$ cat config.mk
export PLATFORM = sky130hd
export DESIGN_NAME = exu_cluster
export DESIGN_NICKNAME = d
export VERILOG_FILES = /design/src/verilog/exu_pkg.sv /design/src/verilog/lsu_pkg.sv /design/src/verilog/exu_dispatch.sv /design/src/verilog/exu_lane.sv /design/src/verilog/exu_retire.sv /design/src/verilog/exu_cluster.sv
export SDC_FILE = /design/constraint.sdc
export NUM_CORES = 1
export LEC_CHECK = 0
export BUFFER_PORTS_ARGS = -buffer_cell sky130_fd_sc_hd__buf_2
export CORE_ASPECT_RATIO = 0.5
export CORE_MARGIN = 8
export CORE_UTILIZATION = 55
export CTS_CLUSTER_SIZE = 20
export DETAILED_ROUTE_END_ITERATION = 16
export PLACE_DENSITY = 0.84
export SLEW_MARGIN = 15
export SYNTH_ARGS = -nofsm -noshare
export SYNTH_HDL_FRONTEND = slang
export SYNTH_SLANG_ARGS = --single-unit
export TNS_END_PERCENT = 50
$ cat constraint.sdc
create_clock -name clk -period 6 [get_ports clk]
set_input_delay 0 -clock clk [delete_from_list [all_inputs] [get_ports clk]]
set_output_delay 0 -clock clk [all_outputs]
set_load 0.02 [all_outputs]
$ cat src/verilog/exu_pkg.sv
package exu_pkg;

	// datapath widths
	localparam int xlen    = 32;
	localparam int reg_dig = 5; // register index bits

	// link offset for jal/jalr
	localparam int unsigned word_bytes = 4;

	// alu and branch compare codes
	// the compare codes leave the result at zero and only drive the branch flag
	typedef enum logic [3:0] {
		alu_add  = 4'd0,
		alu_sub  = 4'd1,
		alu_sll  = 4'd2,
		alu_slt  = 4'd3,
		alu_sltu = 4'd4,
		alu_xor  = 4'd5,
		alu_srl  = 4'd6,
		alu_sra  = 4'd7,
		alu_or   = 4'd8,
		alu_and  = 4'd9,
		alu_eq   = 4'd10, // beq
		alu_neq  = 4'd11, // bne
		alu_lt   = 4'd12, // blt
		alu_ge   = 4'd13, // bge
		alu_ltu  = 4'd14, // bltu
		alu_geu  = 4'd15  // bgeu
	} alu_op_t;

	// shift amount field of src2
	localparam int shamt_w = 5;

endpackage

$ cat src/verilog/lsu_pkg.sv
package lsu_pkg;

	// load kinds, no_mem_read marks a non-load op
	typedef enum logic [2:0] {
		no_mem_read = 3'd0,
		lb          = 3'd1,
		lh          = 3'd2,
		lw          = 3'd3,
		lbu         = 3'd4,
		lhu         = 3'd5
	} lsu_read_t;

	// store kinds
	typedef enum logic [1:0] {
		no_mem_write = 2'd0,
		sb           = 2'd1,
		sh           = 2'd2,
		sw           = 2'd3
	} lsu_write_t;

endpackage

$ cat src/verilog/exu_dispatch.sv
module exu_dispatch #(
	parameter int lanes = 4
) (
	input  logic             clk,
	input  logic             rst,
	input  logic             in_valid,
	input  logic [lanes-1:0] busy,
	output logic             in_ready,
	output logic [lanes-1:0] issue
);

	// pointer needs at least one bit even for a single lane
	localparam int ptr_w = (lanes > 1) ? $clog2(lanes) : 1;

	logic [ptr_w-1:0] wr_ptr;
	logic             accept;

	// grant only when the lane in turn has drained
	assign in_ready = ~busy[wr_ptr];
	assign accept   = in_valid & in_ready;

	// one-hot strobe for the lane at the write pointer
	always_comb begin
		issue         = '0;
		issue[wr_ptr] = accept;
	end

	// round-robin write pointer, wraps at lanes
	always_ff @(posedge clk) begin
		if (rst) begin
			wr_ptr <= '0;
		end else if (accept) begin
			if (wr_ptr == ptr_w'(lanes - 1))
				wr_ptr <= '0;
			else
				wr_ptr <= wr_ptr + 1'b1;
		end
	end

endmodule

$ cat src/verilog/exu_lane.sv
module exu_lane import exu_pkg::*, lsu_pkg::*; (
	input  logic               clk,
	input  logic               rst,
	input  logic               issue,
	input  logic               release_stb,
	input  logic [xlen-1:0]    pc,
	input  logic [xlen-1:0]    src1,
	input  logic [xlen-1:0]    src2,
	input  logic [xlen-1:0]    imm,
	input  alu_op_t            alu_op,
	input  logic               is_jalr,
	input  logic               is_jump,
	input  logic               ecall,
	input  logic               mret,
	input  logic               reg_write,
	input  logic [reg_dig-1:0] rd,
	input  lsu_read_t          lsu_read,
	input  lsu_write_t         lsu_write,
	input  logic [xlen-1:0]    lsu_wdata,
	output logic               busy,
	output logic [xlen-1:0]    result,
	output logic [xlen-1:0]    branch_target,
	output logic [xlen-1:0]    lsu_wdata_out,
	output logic               branch_taken,
	output logic               reg_write_out,
	output logic               fwd_valid,
	output logic [reg_dig-1:0] rd_out,
	output lsu_read_t          lsu_read_out,
	output lsu_write_t         lsu_write_out
);

	logic [xlen-1:0]    alu_res;
	logic               cmp_hit; // branch compare outcome
	logic [xlen-1:0]    target;
	logic [shamt_w-1:0] shamt;
	logic [xlen-1:0]    link;

	assign shamt = src2[shamt_w-1:0];

	// jal/jalr link value, ecall keeps the pc itself
	assign link = ecall ? pc : pc + xlen'(word_bytes);

	always_comb begin
		alu_res = '0;
		cmp_hit = 1'b0;
		case (alu_op)
			alu_add:  alu_res = is_jalr ? link : src1 + src2;
			alu_sub:  alu_res = src1 - src2;
			alu_sll:  alu_res = src1 << shamt;
			alu_slt:  alu_res = xlen'($signed(src1) < $signed(src2));
			alu_sltu: alu_res = xlen'(src1 < src2);
			alu_xor:  alu_res = src1 ^ src2;
			alu_srl:  alu_res = src1 >> shamt;
			alu_sra:  alu_res = $signed(src1) >>> shamt;
			alu_or:   alu_res = src1 | src2;
			alu_and:  alu_res = src1 & src2;
			alu_eq:   cmp_hit = (src1 == src2);
			alu_neq:  cmp_hit = (src1 != src2);
			alu_lt:   cmp_hit = ($signed(src1) < $signed(src2));
			alu_ge:   cmp_hit = ($signed(src1) >= $signed(src2));
			alu_ltu:  cmp_hit = (src1 < src2);
			alu_geu:  cmp_hit = (src1 >= src2);
			default:  alu_res = '0;
		endcase
	end

	// register-based target for jalr and mret, pc relative otherwise
	assign target = (is_jalr || mret) ? src1 + src2 : pc + imm;

	// slot occupancy
	always_ff @(posedge clk) begin
		if (rst)
			busy <= 1'b0;
		else if (issue)
			busy <= 1'b1;
		else if (release_stb)
			busy <= 1'b0; // retire took it
	end

	// held results, loaded on the issue edge only
	always_ff @(posedge clk) begin
		if (issue) begin
			result        <= alu_res;
			branch_taken  <= is_jump | cmp_hit;
			branch_target <= target;
			rd_out        <= rd;
			reg_write_out <= reg_write;
			lsu_read_out  <= lsu_read;
			lsu_write_out <= lsu_write;
			lsu_wdata_out <= lsu_wdata;
			fwd_valid     <= (lsu_read == no_mem_read); // loads cannot forward yet
		end
	end

endmodule

$ cat src/verilog/exu_retire.sv
module exu_retire import exu_pkg::*, lsu_pkg::*; #(
	parameter int lanes = 4
) (
	input  logic                               clk,
	input  logic                               rst,
	input  logic [lanes-1:0]                   busy,
	input  logic [lanes*xlen-1:0]              result_vec,
	input  logic [lanes-1:0]                   branch_taken_vec,
	input  logic [lanes*xlen-1:0]              branch_target_vec,
	input  logic [lanes*reg_dig-1:0]           rd_vec,
	input  logic [lanes-1:0]                   reg_write_vec,
	input  logic [lanes*$bits(lsu_read_t)-1:0] lsu_read_vec,
	input  logic [lanes*$bits(lsu_write_t)-1:0] lsu_write_vec,
	input  logic [lanes*xlen-1:0]              lsu_wdata_vec,
	input  logic [lanes-1:0]                   fwd_valid_vec,
	input  logic                               out_ready,
	output logic                               out_valid,
	output logic [lanes-1:0]                   release_stb,
	output logic [xlen-1:0]                    result,
	output logic                               branch_taken,
	output logic [xlen-1:0]                    branch_target,
	output logic [reg_dig-1:0]                 rd_out,
	output logic                               reg_write_out,
	output lsu_read_t                          lsu_read_out,
	output lsu_write_t                         lsu_write_out,
	output logic [xlen-1:0]                    lsu_wdata_out,
	output logic                               fwd_valid
);

	localparam int ptr_w = (lanes > 1) ? $clog2(lanes) : 1;
	localparam int rd_w  = $bits(lsu_read_t);
	localparam int wr_w  = $bits(lsu_write_t);

	logic [ptr_w-1:0] rd_ptr; // oldest lane in flight
	logic             xfer;

	// head lane full means a result is ready
	assign out_valid = busy[rd_ptr];
	assign xfer      = out_valid & out_ready;

	always_comb begin
		release_stb         = '0;
		release_stb[rd_ptr] = xfer;
	end

	// field mux for the head lane
	assign result        = result_vec[rd_ptr*xlen +: xlen];
	assign branch_taken  = branch_taken_vec[rd_ptr];
	assign branch_target = branch_target_vec[rd_ptr*xlen +: xlen];
	assign rd_out        = rd_vec[rd_ptr*reg_dig +: reg_dig];
	assign reg_write_out = reg_write_vec[rd_ptr];
	assign lsu_read_out  = lsu_read_t'(lsu_read_vec[rd_ptr*rd_w +: rd_w]);
	assign lsu_write_out = lsu_write_t'(lsu_write_vec[rd_ptr*wr_w +: wr_w]);
	assign lsu_wdata_out = lsu_wdata_vec[rd_ptr*xlen +: xlen];
	assign fwd_valid     = fwd_valid_vec[rd_ptr];

	// same wrap order as the dispatcher keeps issue order
	always_ff @(posedge clk) begin
		if (rst) begin
			rd_ptr <= '0;
		end else if (xfer) begin
			if (rd_ptr == ptr_w'(lanes - 1))
				rd_ptr <= '0;
			else
				rd_ptr <= rd_ptr + 1'b1;
		end
	end

endmodule

$ cat src/verilog/exu_cluster.sv
module exu_cluster import exu_pkg::*, lsu_pkg::*; #(
	parameter int lanes = 4
) (
	input  logic               clk,
	input  logic               rst,
	input  logic               in_valid,
	output logic               in_ready,
	input  logic [xlen-1:0]    pc,
	input  logic [xlen-1:0]    src1,
	input  logic [xlen-1:0]    src2,
	input  logic [xlen-1:0]    imm,
	input  alu_op_t            alu_op,
	input  logic               is_jalr,
	input  logic               is_jump,
	input  logic               ecall,
	input  logic               mret,
	input  logic [reg_dig-1:0] rd,
	input  logic               reg_write,
	input  lsu_read_t          lsu_read,
	input  lsu_write_t         lsu_write,
	input  logic [xlen-1:0]    lsu_wdata,
	output logic               out_valid,
	input  logic               out_ready,
	output logic [xlen-1:0]    result,
	output logic               branch_taken,
	output logic [xlen-1:0]    branch_target,
	output logic [reg_dig-1:0] rd_out,
	output logic               reg_write_out,
	output lsu_read_t          lsu_read_out,
	output lsu_write_t         lsu_write_out,
	output logic [xlen-1:0]    lsu_wdata_out,
	output logic               fwd_valid
);

	localparam int rd_w = $bits(lsu_read_t);
	localparam int wr_w = $bits(lsu_write_t);

	logic [lanes-1:0] issue;
	logic [lanes-1:0] release_stb;
	logic [lanes-1:0] busy;

	// per lane results, flattened by field
	logic [lanes*xlen-1:0]    result_vec;
	logic [lanes-1:0]         branch_taken_vec;
	logic [lanes*xlen-1:0]    branch_target_vec;
	logic [lanes*reg_dig-1:0] rd_vec;
	logic [lanes-1:0]         reg_write_vec;
	logic [lanes*rd_w-1:0]    lsu_read_vec;
	logic [lanes*wr_w-1:0]    lsu_write_vec;
	logic [lanes*xlen-1:0]    lsu_wdata_vec;
	logic [lanes-1:0]         fwd_valid_vec;

	exu_dispatch #(.lanes(lanes)) u_dispatch (
		.clk      (clk),
		.rst      (rst),
		.in_valid (in_valid),
		.busy     (busy),
		.in_ready (in_ready),
		.issue    (issue)
	);

	for (genvar i = 0; i < lanes; i++) begin : g_lane
		exu_lane u_lane (
			.clk           (clk),
			.rst           (rst),
			.issue         (issue[i]),
			.release_stb   (release_stb[i]),
			.pc            (pc),
			.src1          (src1),
			.src2          (src2),
			.imm           (imm),
			.alu_op        (alu_op),
			.is_jalr       (is_jalr),
			.is_jump       (is_jump),
			.ecall         (ecall),
			.mret          (mret),
			.reg_write     (reg_write),
			.rd            (rd),
			.lsu_read      (lsu_read),
			.lsu_write     (lsu_write),
			.lsu_wdata     (lsu_wdata),
			.busy          (busy[i]),
			.result        (result_vec[i*xlen +: xlen]),
			.branch_target (branch_target_vec[i*xlen +: xlen]),
			.lsu_wdata_out (lsu_wdata_vec[i*xlen +: xlen]),
			.branch_taken  (branch_taken_vec[i]),
			.reg_write_out (reg_write_vec[i]),
			.fwd_valid     (fwd_valid_vec[i]),
			.rd_out        (rd_vec[i*reg_dig +: reg_dig]),
			.lsu_read_out  (lsu_read_vec[i*rd_w +: rd_w]),
			.lsu_write_out (lsu_write_vec[i*wr_w +: wr_w])
		);
	end

	exu_retire #(.lanes(lanes)) u_retire (
		.clk               (clk),
		.rst               (rst),
		.busy              (busy),
		.result_vec        (result_vec),
		.branch_taken_vec  (branch_taken_vec),
		.branch_target_vec (branch_target_vec),
		.rd_vec            (rd_vec),
		.reg_write_vec     (reg_write_vec),
		.lsu_read_vec      (lsu_read_vec),
		.lsu_write_vec     (lsu_write_vec),
		.lsu_wdata_vec     (lsu_wdata_vec),
		.fwd_valid_vec     (fwd_valid_vec),
		.out_ready         (out_ready),
		.out_valid         (out_valid),
		.release_stb       (release_stb),
		.result            (result),
		.branch_taken      (branch_taken),
		.branch_target     (branch_target),
		.rd_out            (rd_out),
		.reg_write_out     (reg_write_out),
		.lsu_read_out      (lsu_read_out),
		.lsu_write_out     (lsu_write_out),
		.lsu_wdata_out     (lsu_wdata_out),
		.fwd_valid         (fwd_valid)
	);

endmodule

After elaboration in Yosys (flattened, before gate mapping)
Index checks and enable logic that the tools add are counted.
{"block": "word_totals", "in_bits": 183, "ff_bits": 444, "word_cells": 133, "out_inout_bits": 111}
{"block": "classes", "shifts": 9, "multipliers": 2, "n_eq_ne": 19, "reduce_logical": 9, "addsub": 6, "bitwise": 9, "muxes": 29, "n_lt_le_gt_ge": 8}
{"operator": "128-bit by 8-bit variable part select with 32-bit output", "n": 3}
{"operator": "32-bit case mux with 10 select lines", "n": 1}
{"operator": "32-bit two-way mux", "n": 3}
{"operator": "32-bit adder", "n": 2}
{"operator": "32-bit greater-or-equal comparator", "n": 2}
{"operator": "32-bit < comparator", "n": 2}
{"operator": "32-bit by 3-bit adder with 32-bit output (second input constant)", "n": 1}
{"operator": "32-bit AND", "n": 1}
{"operator": "32-bit == test", "n": 1}
{"operator": "4-bit == test (second input constant)", "n": 8}
{"operator": "32-bit != test", "n": 1}
{"operator": "32-bit OR", "n": 1}
{"operator": "32-bit by 5-bit << shifter with 32-bit output", "n": 1}
{"operator": "32-bit by 5-bit >> shifter with 32-bit output", "n": 1}
{"operator": "32-bit by 5-bit >>> shifter with 32-bit output", "n": 1}
{"operator": "32-bit subtractor", "n": 1}
{"operator": "32-bit XOR", "n": 1}
{"operator": "20-bit by 6-bit variable part select with 5-bit output", "n": 1}
{"operator": "4-bit by 3-bit == test with 1-bit output (second input constant)", "n": 4}
{"operator": "1-bit two-way mux", "n": 15}
{"operator": "12-bit by 5-bit variable part select with 3-bit output", "n": 1}
{"operator": "1-bit binary-select mux with 2-bit select", "n": 5}
{"operator": "4-bit AND", "n": 2}
{"operator": "4-bit by 2-bit == test with 1-bit output (second input constant)", "n": 2}
{"operator": "19 further kinds", "n": 30}

Logic depth before layout (Yosys ltp)
{"block": "depth", "ltp_word": 7, "depth_mapped": 16}

Cells and area by module
A second synthesis with hierarchy kept.
{"block": "hier_totals", "hier_cells": 7543, "hier_area_um2": 63280.7}
{"module": "exu_lane (g_lane[3].u_lane)", "area_each_um2": 15331.0, "cells_per_inst": 1852, "n_inst": 1}
{"module": "exu_lane (g_lane[2].u_lane)", "area_each_um2": 15190.8, "cells_per_inst": 1859, "n_inst": 1}
{"module": "exu_lane (g_lane[1].u_lane)", "area_each_um2": 15023.2, "cells_per_inst": 1791, "n_inst": 1}
{"module": "exu_lane (g_lane[0].u_lane)", "area_each_um2": 14527.7, "cells_per_inst": 1855, "n_inst": 1}
{"module": "exu_retire", "area_each_um2": 2962.8, "cells_per_inst": 161, "n_inst": 1}
{"module": "exu_dispatch", "area_each_um2": 245.2, "cells_per_inst": 25, "n_inst": 1}

Worst setup path after synthesis
Ideal clock, no wire load.
{"block": "synth_timing", "path_kind": "register to register", "startpoint": "reg u_dispatch.wr_ptr[1]", "endpoint": "reg g_lane[1].u_lane.branch_taken, enable pin", "n_path_buf": 0, "setup_slack_ns": 1.722, "t_arrival_ns": 3.797, "period_less_slack_ns": 4.278, "path_stages_with_launch": 4, "path_cell_list": "dfxtp_1 -> mux4_2 -> nor2b_1 -> and2_1"}
{"block": "synth_between", "elab_chain_len": 5, "elab_cells_between_ends": 10, "cone_classes": "order compare (2); mux (4); bitwise (3); reduce/logical (1)"}
{"item": "from (decl)", "line_no": "exu_dispatch.sv:15", "text": "logic [ptr_w-1:0] wr_ptr;"}
{"item": "from (signal assigned)", "line_no": "exu_dispatch.sv:36", "text": "wr_ptr <= wr_ptr + 1'b1;"}
{"item": "2-bit by 3-bit < comparator with 1-bit output (implied by the code), or another cell as far along", "line_no": "exu_dispatch.sv:25", "text": "issue[wr_ptr] = accept;"}
{"item": "1-bit logical AND (implied by the code) / 1-bit two-way mux (equally long branches)", "line_no": "exu_dispatch.sv:25, exu_dispatch.sv:19"}
{"item": "1-bit two-way mux (implied by the code) / 1-bit NOT (equally long branches)", "line_no": "exu_dispatch.sv:25, exu_dispatch.sv:19"}
{"item": "1-bit demux with 2-bit select / 1-bit AND (equally long branches)"}
{"item": "4-bit AND (no line) (*)"}
{"item": "net g_lane[1].u_lane.issue", "line_no": "exu_lane.sv:4", "text": "input logic issue,"}
{"item": "to (signal assigned)", "line_no": "exu_lane.sv:84", "text": "branch_taken <= is_jump | cmp_hit;"}
{"item": "to (decl)", "line_no": "exu_lane.sv:24", "text": "output logic branch_taken,"}
The timed path passes the listed nets; every way through them passes the cells marked *. The select of a mux whose other input is x is not followed.
A chain may end at the register's enable or synchronous reset.

Worst setup path after layout
{"block": "layout_timing", "startpoint": "in src2[1]", "endpoint": "reg g_lane[1].u_lane.result[26], data pin"}
{"block": "layout_between", "elab_chain_len": 3, "elab_cells_between_ends": 7, "cone_classes": "add/sub (2); shift (3); mux (2)"}
{"item": "from (decl)", "line_no": "exu_cluster.sv:10", "text": "input logic [xlen-1:0] src2,"}
{"item": "32-bit adder"}
{"item": "32-bit two-way mux"}
{"item": "32-bit case mux with 10 select lines (*)"}
{"item": "net g_lane[0].u_lane.alu_res[26]", "line_no": "exu_lane.sv:32", "text": "logic [xlen-1:0] alu_res;"}
{"item": "to (signal assigned)", "line_no": "exu_lane.sv:83", "text": "result <= alu_res;"}
{"item": "to (decl)", "line_no": "exu_lane.sv:21", "text": "output logic [xlen-1:0] result,"}
The timed path passes the listed nets; every way through them passes the cells marked *.

==> flow_summary.toml <==
[sta]
finalSetupTns_ps = 0
fmax_ghz = 0.286
final-max-slew-violation-count = 0
post-route-min-period_ps = 3500
fin_skew_ps = 24.9
finalSetupViolCount = 0
slew_headroom_pct = 26.0
worstMarginPinSlew_ps = 1100
period_share_pct = 58.3
hold_viol = 0
rsz0062_at_grt = "no"

[drt]
drt-initial-drc-count = 3222
vias_per_cell = 6.72
vias = 22100
drt-pass1-iter-count = 8
routed_wl_um = 94900
drc = 0
drtAntennaViolNets = 0
wl_per_cell_um = 28.9

[die]
start_util_pct = 56.0
die_x_um = 331
io_pins = 294
rows = 57
die_y_um = 174
dieArea_um2 = 57500
core_um2 = 48800

[yosys]
synth-seq-cells = 444
synth_nets = 2651
synth_compound_area_share_pct = 14.5
synth_async_sr_flop_share_pct = 0
synth-main-ff-cell = "edfxtp_1"
synthDistinctLibCells = 88
netlist_instances = 2325
yosys.area_share.xor_xnor_pct = 3.46
yosysSeqAreaShare_pct = 48.5
avgSynthCellArea_um2 = 11.8
synth_mux_area_share_pct = 13.8
synthSimpleGateAreaFrac_pct = 9.56
synth-warning-count = 0
synth_top_family_by_area = "compound AO/OA/AOI/OAI gates"
synthAdderAreaFrac_pct = 6.63
mappedNetlistArea_um2 = 27300
synth_edf_count = 436

[setup_path]
path_class = "in2reg"
required_ps = 6290
regToRegStartpoint = "u_dispatch.wr_ptr[1]$_SDFFE_PP0P_"
arrival_ps = 3790
crit_fanout = 63
r2r_end = "g_lane[1].u_lane.result[14]$_DFFE_PP_"
crit_path_end = "g_lane[1].u_lane.result[26]$_DFFE_PP_"
r2r_slack_ps = 2650
worstSetupEndpointType = "flop"
r2r.worst_path.cells = 4
start_kind = "primary input"
crit_path_start = "src2[1]"

[place]
place_congestion = 1.04
io_buffers = 293
hpwl_um = 67100

[run_status]
status = "complete, no violations"

[hold_path]
min_path_type = "in2reg"

[grt]
grt_max_degree = 82
grt_pass1_vias = 21600
grt_usage_pct = 31.5
overflow = 0
grt_pass1_wl_um = 139000
antenna_found_initial = 10

[clocking]
root_buffer = "clkbuf_16"
cts.path.max_buffers = 3
cts-hold-fix-buffers = 49
cts_tree = "done"
post_cts_buffers = 0
h-tree-depth = 2
cts_made_buffers = 40
cts_sinks = 444
cts.clk_slew.worst_paths_ps = 60
clk-insertion-delay-late_ps = 570
ctsResizeCount = 0

[final_layout]
utilization_pct = 64.1
fillers = 3707
seq_area_um2 = 13300
multi_input_area_um2 = 13100
area_growth_pct = 14.4
finalNetCount = 2925
layout-drive-gt1-share_pct = 21.7

[pwr]
powerDensity_nw_per_um2 = 281
irDropWorstVdd_mv = 0.236
leakagePower_nw = 11.6

[run]
maxCapViolCount = 0
-- Yosys cell counts, types with 10 or more instances --
cell / n / share of area [%]
a211o_1: 11 / 0.35
a211oi_1: 35 / 0.96
a21o_1: 31 / 0.85
a21oi_1: 163 / 3.0
a221oi_1: 21 / 0.67
a31oi_1: 16 / 0.37
and2_1: 10 / 0.23
and3_1: 16 / 0.37
buf_1: 35 / 0.48
buf_2: 16 / 0.29
clkbuf_1: 87 / 1.2
edfxtp_1: 436 / 48
ha_1: 140 / 6.4
inv_1: 105 / 1.4
mux2i_1: 54 / 2.0
mux4_2: 140 / 12
nand2_1: 164 / 2.3
nand2b_1: 25 / 0.57
nand3_1: 34 / 0.62
nand4_1: 10 / 0.23
nor2_1: 237 / 3.3
nor2b_1: 10 / 0.23
nor3_1: 30 / 0.55
o211ai_1: 27 / 0.74
o21ai_0: 136 / 2.5
o21bai_1: 22 / 0.60
o221ai_1: 17 / 0.54
o31ai_1: 18 / 0.49
xnor2_1: 77 / 2.5
xor2_1: 31 / 0.99
-- through the flow --
step | hold WS (ps) | std cells | setup WS, ps | power, mW | area [um2]
6_report | 49.9 | 3289 | 2500 | 8.79 | 31300
5_1_grt | 59.3 | 3286 | 2390 | 9.04 | 31300
4_1_cts | 32.5 | 3279 | 2630 | 8.72 | 31200
3_5_place_dp | 218 | 3157 | 2090 | 5.99 | 29300
3_3_place_gp | 212 | 3157 | 2130 | 5.94 | 29300
2_1_floorplan | 98.9 | 2325 | 1720 | 5.21 | 27300
-- layout by cell type (no fill, tap or decap), types with 31 or more instances in the layout --
| cell type | count |
|---|---|
| xnor2_1 | 77 |
| clkbuf_16 | 40 |
| a21oi_1 | 163 |
| nand2_1 | 164 |
| edfxtp_1 | 436 |
| nor2_1 | 235 |
| dlygate4sd3_1 | 49 |
| nand3_1 | 34 |
| ha_1 | 140 |
| mux2i_1 | 54 |
| buf_2 | 292 |
| a21o_1 | 31 |
| xor2_1 | 31 |
| inv_1 | 105 |
| a211oi_1 | 35 |
| o21ai_0 | 136 |
| mux4_2 | 140 |
-- area by class of cell --
type                            count  share of cell area [%]
Sequential cell                   444                    42.4
Multi-Input combinational cell   1631                    42.0
Timing Repair Buffer              372                    7.07
Clock buffer                       45                    3.26
Tap cell                          649                    2.60
Inverter                          110                    1.32
Clock inverter                     28                    1.22
Antenna cell                       10                  0.0801
-- worst min-delay path by stage --
stage / cells after the start / from / slack (ps) / to
after global placement: 1 / lsu_wdata[11] / 210 / g_lane[3].u_lane.lsu_wdata_out[11]$_DFFE_PP_
after global routing: 3 / pc[26] / 60 / g_lane[2].u_lane.result[26]$_DFFE_PP_
after floorplan: 0 / lsu_read[0] / 100 / g_lane[0].u_lane.lsu_read_out[0]$_DFFE_PP_
after detailed placement: 1 / lsu_wdata[0] / 220 / g_lane[0].u_lane.lsu_wdata_out[0]$_DFFE_PP_
after CTS: 3 / pc[26] / 30 / g_lane[2].u_lane.result[26]$_DFFE_PP_
final: 3 / pc[26] / 50 / g_lane[2].u_lane.result[26]$_DFFE_PP_
-- flip-flops by register name, summed over array words and instances, names as in the netlist --
signal	cells
g_lane.u_lane.lsu_wdata_out	128
g_lane.u_lane.lsu_write_out	8
g_lane.u_lane.fwd_valid	4
g_lane.u_lane.busy	4
u_dispatch.wr_ptr	2
g_lane.u_lane.reg_write_out	4
g_lane.u_lane.branch_taken	4
g_lane.u_lane.result	128
g_lane.u_lane.branch_target	128
u_retire.rd_ptr	2
g_lane.u_lane.rd_out	20
g_lane.u_lane.lsu_read_out	12
-- per-layer routing --
layer,track usage (%),wire (um),up-vias
met5,0,37,-
met4,12.2,4370,6
met3,6.87,10900,282
met2,50.6,43500,1616
met1,41.8,36200,10700
li1,-,-,9459
-- critical path, stage by stage --
cell and delay [ps]:
buf_2 100, buf_4 580, fa_1 400, a21oi_4 80, o211ai_1 350, a32o_1 330
a41o_1 270, nor3b_1 500, o41a_1 310, a21o_1 160, a21oi_2 60, xnor2_1 200
a221o_1 430
-- logic make-up (layout without fill, tap and decap cells) --
family                   count (synthesis)  in the layout
multiplexers                           202            202
AND/OR/NAND/NOR                        580            580
other                                    0             10
AO/OA/AOI/OAI                          598            598
buffers and inverters                  250            555
adder cells (fa/ha/maj)                143            143
flip-flops                             444            444
XOR/XNOR                               108            108
-- power breakdown --
group	switching [mW]	leakage, nW	internal, mW
Sequential	0.0883	4.08	3.72
Combinational	1.47	6.88	0.777
Clock	1.18	0.678	1.55
No activity file was read; power rests on OpenSTA's default activity.
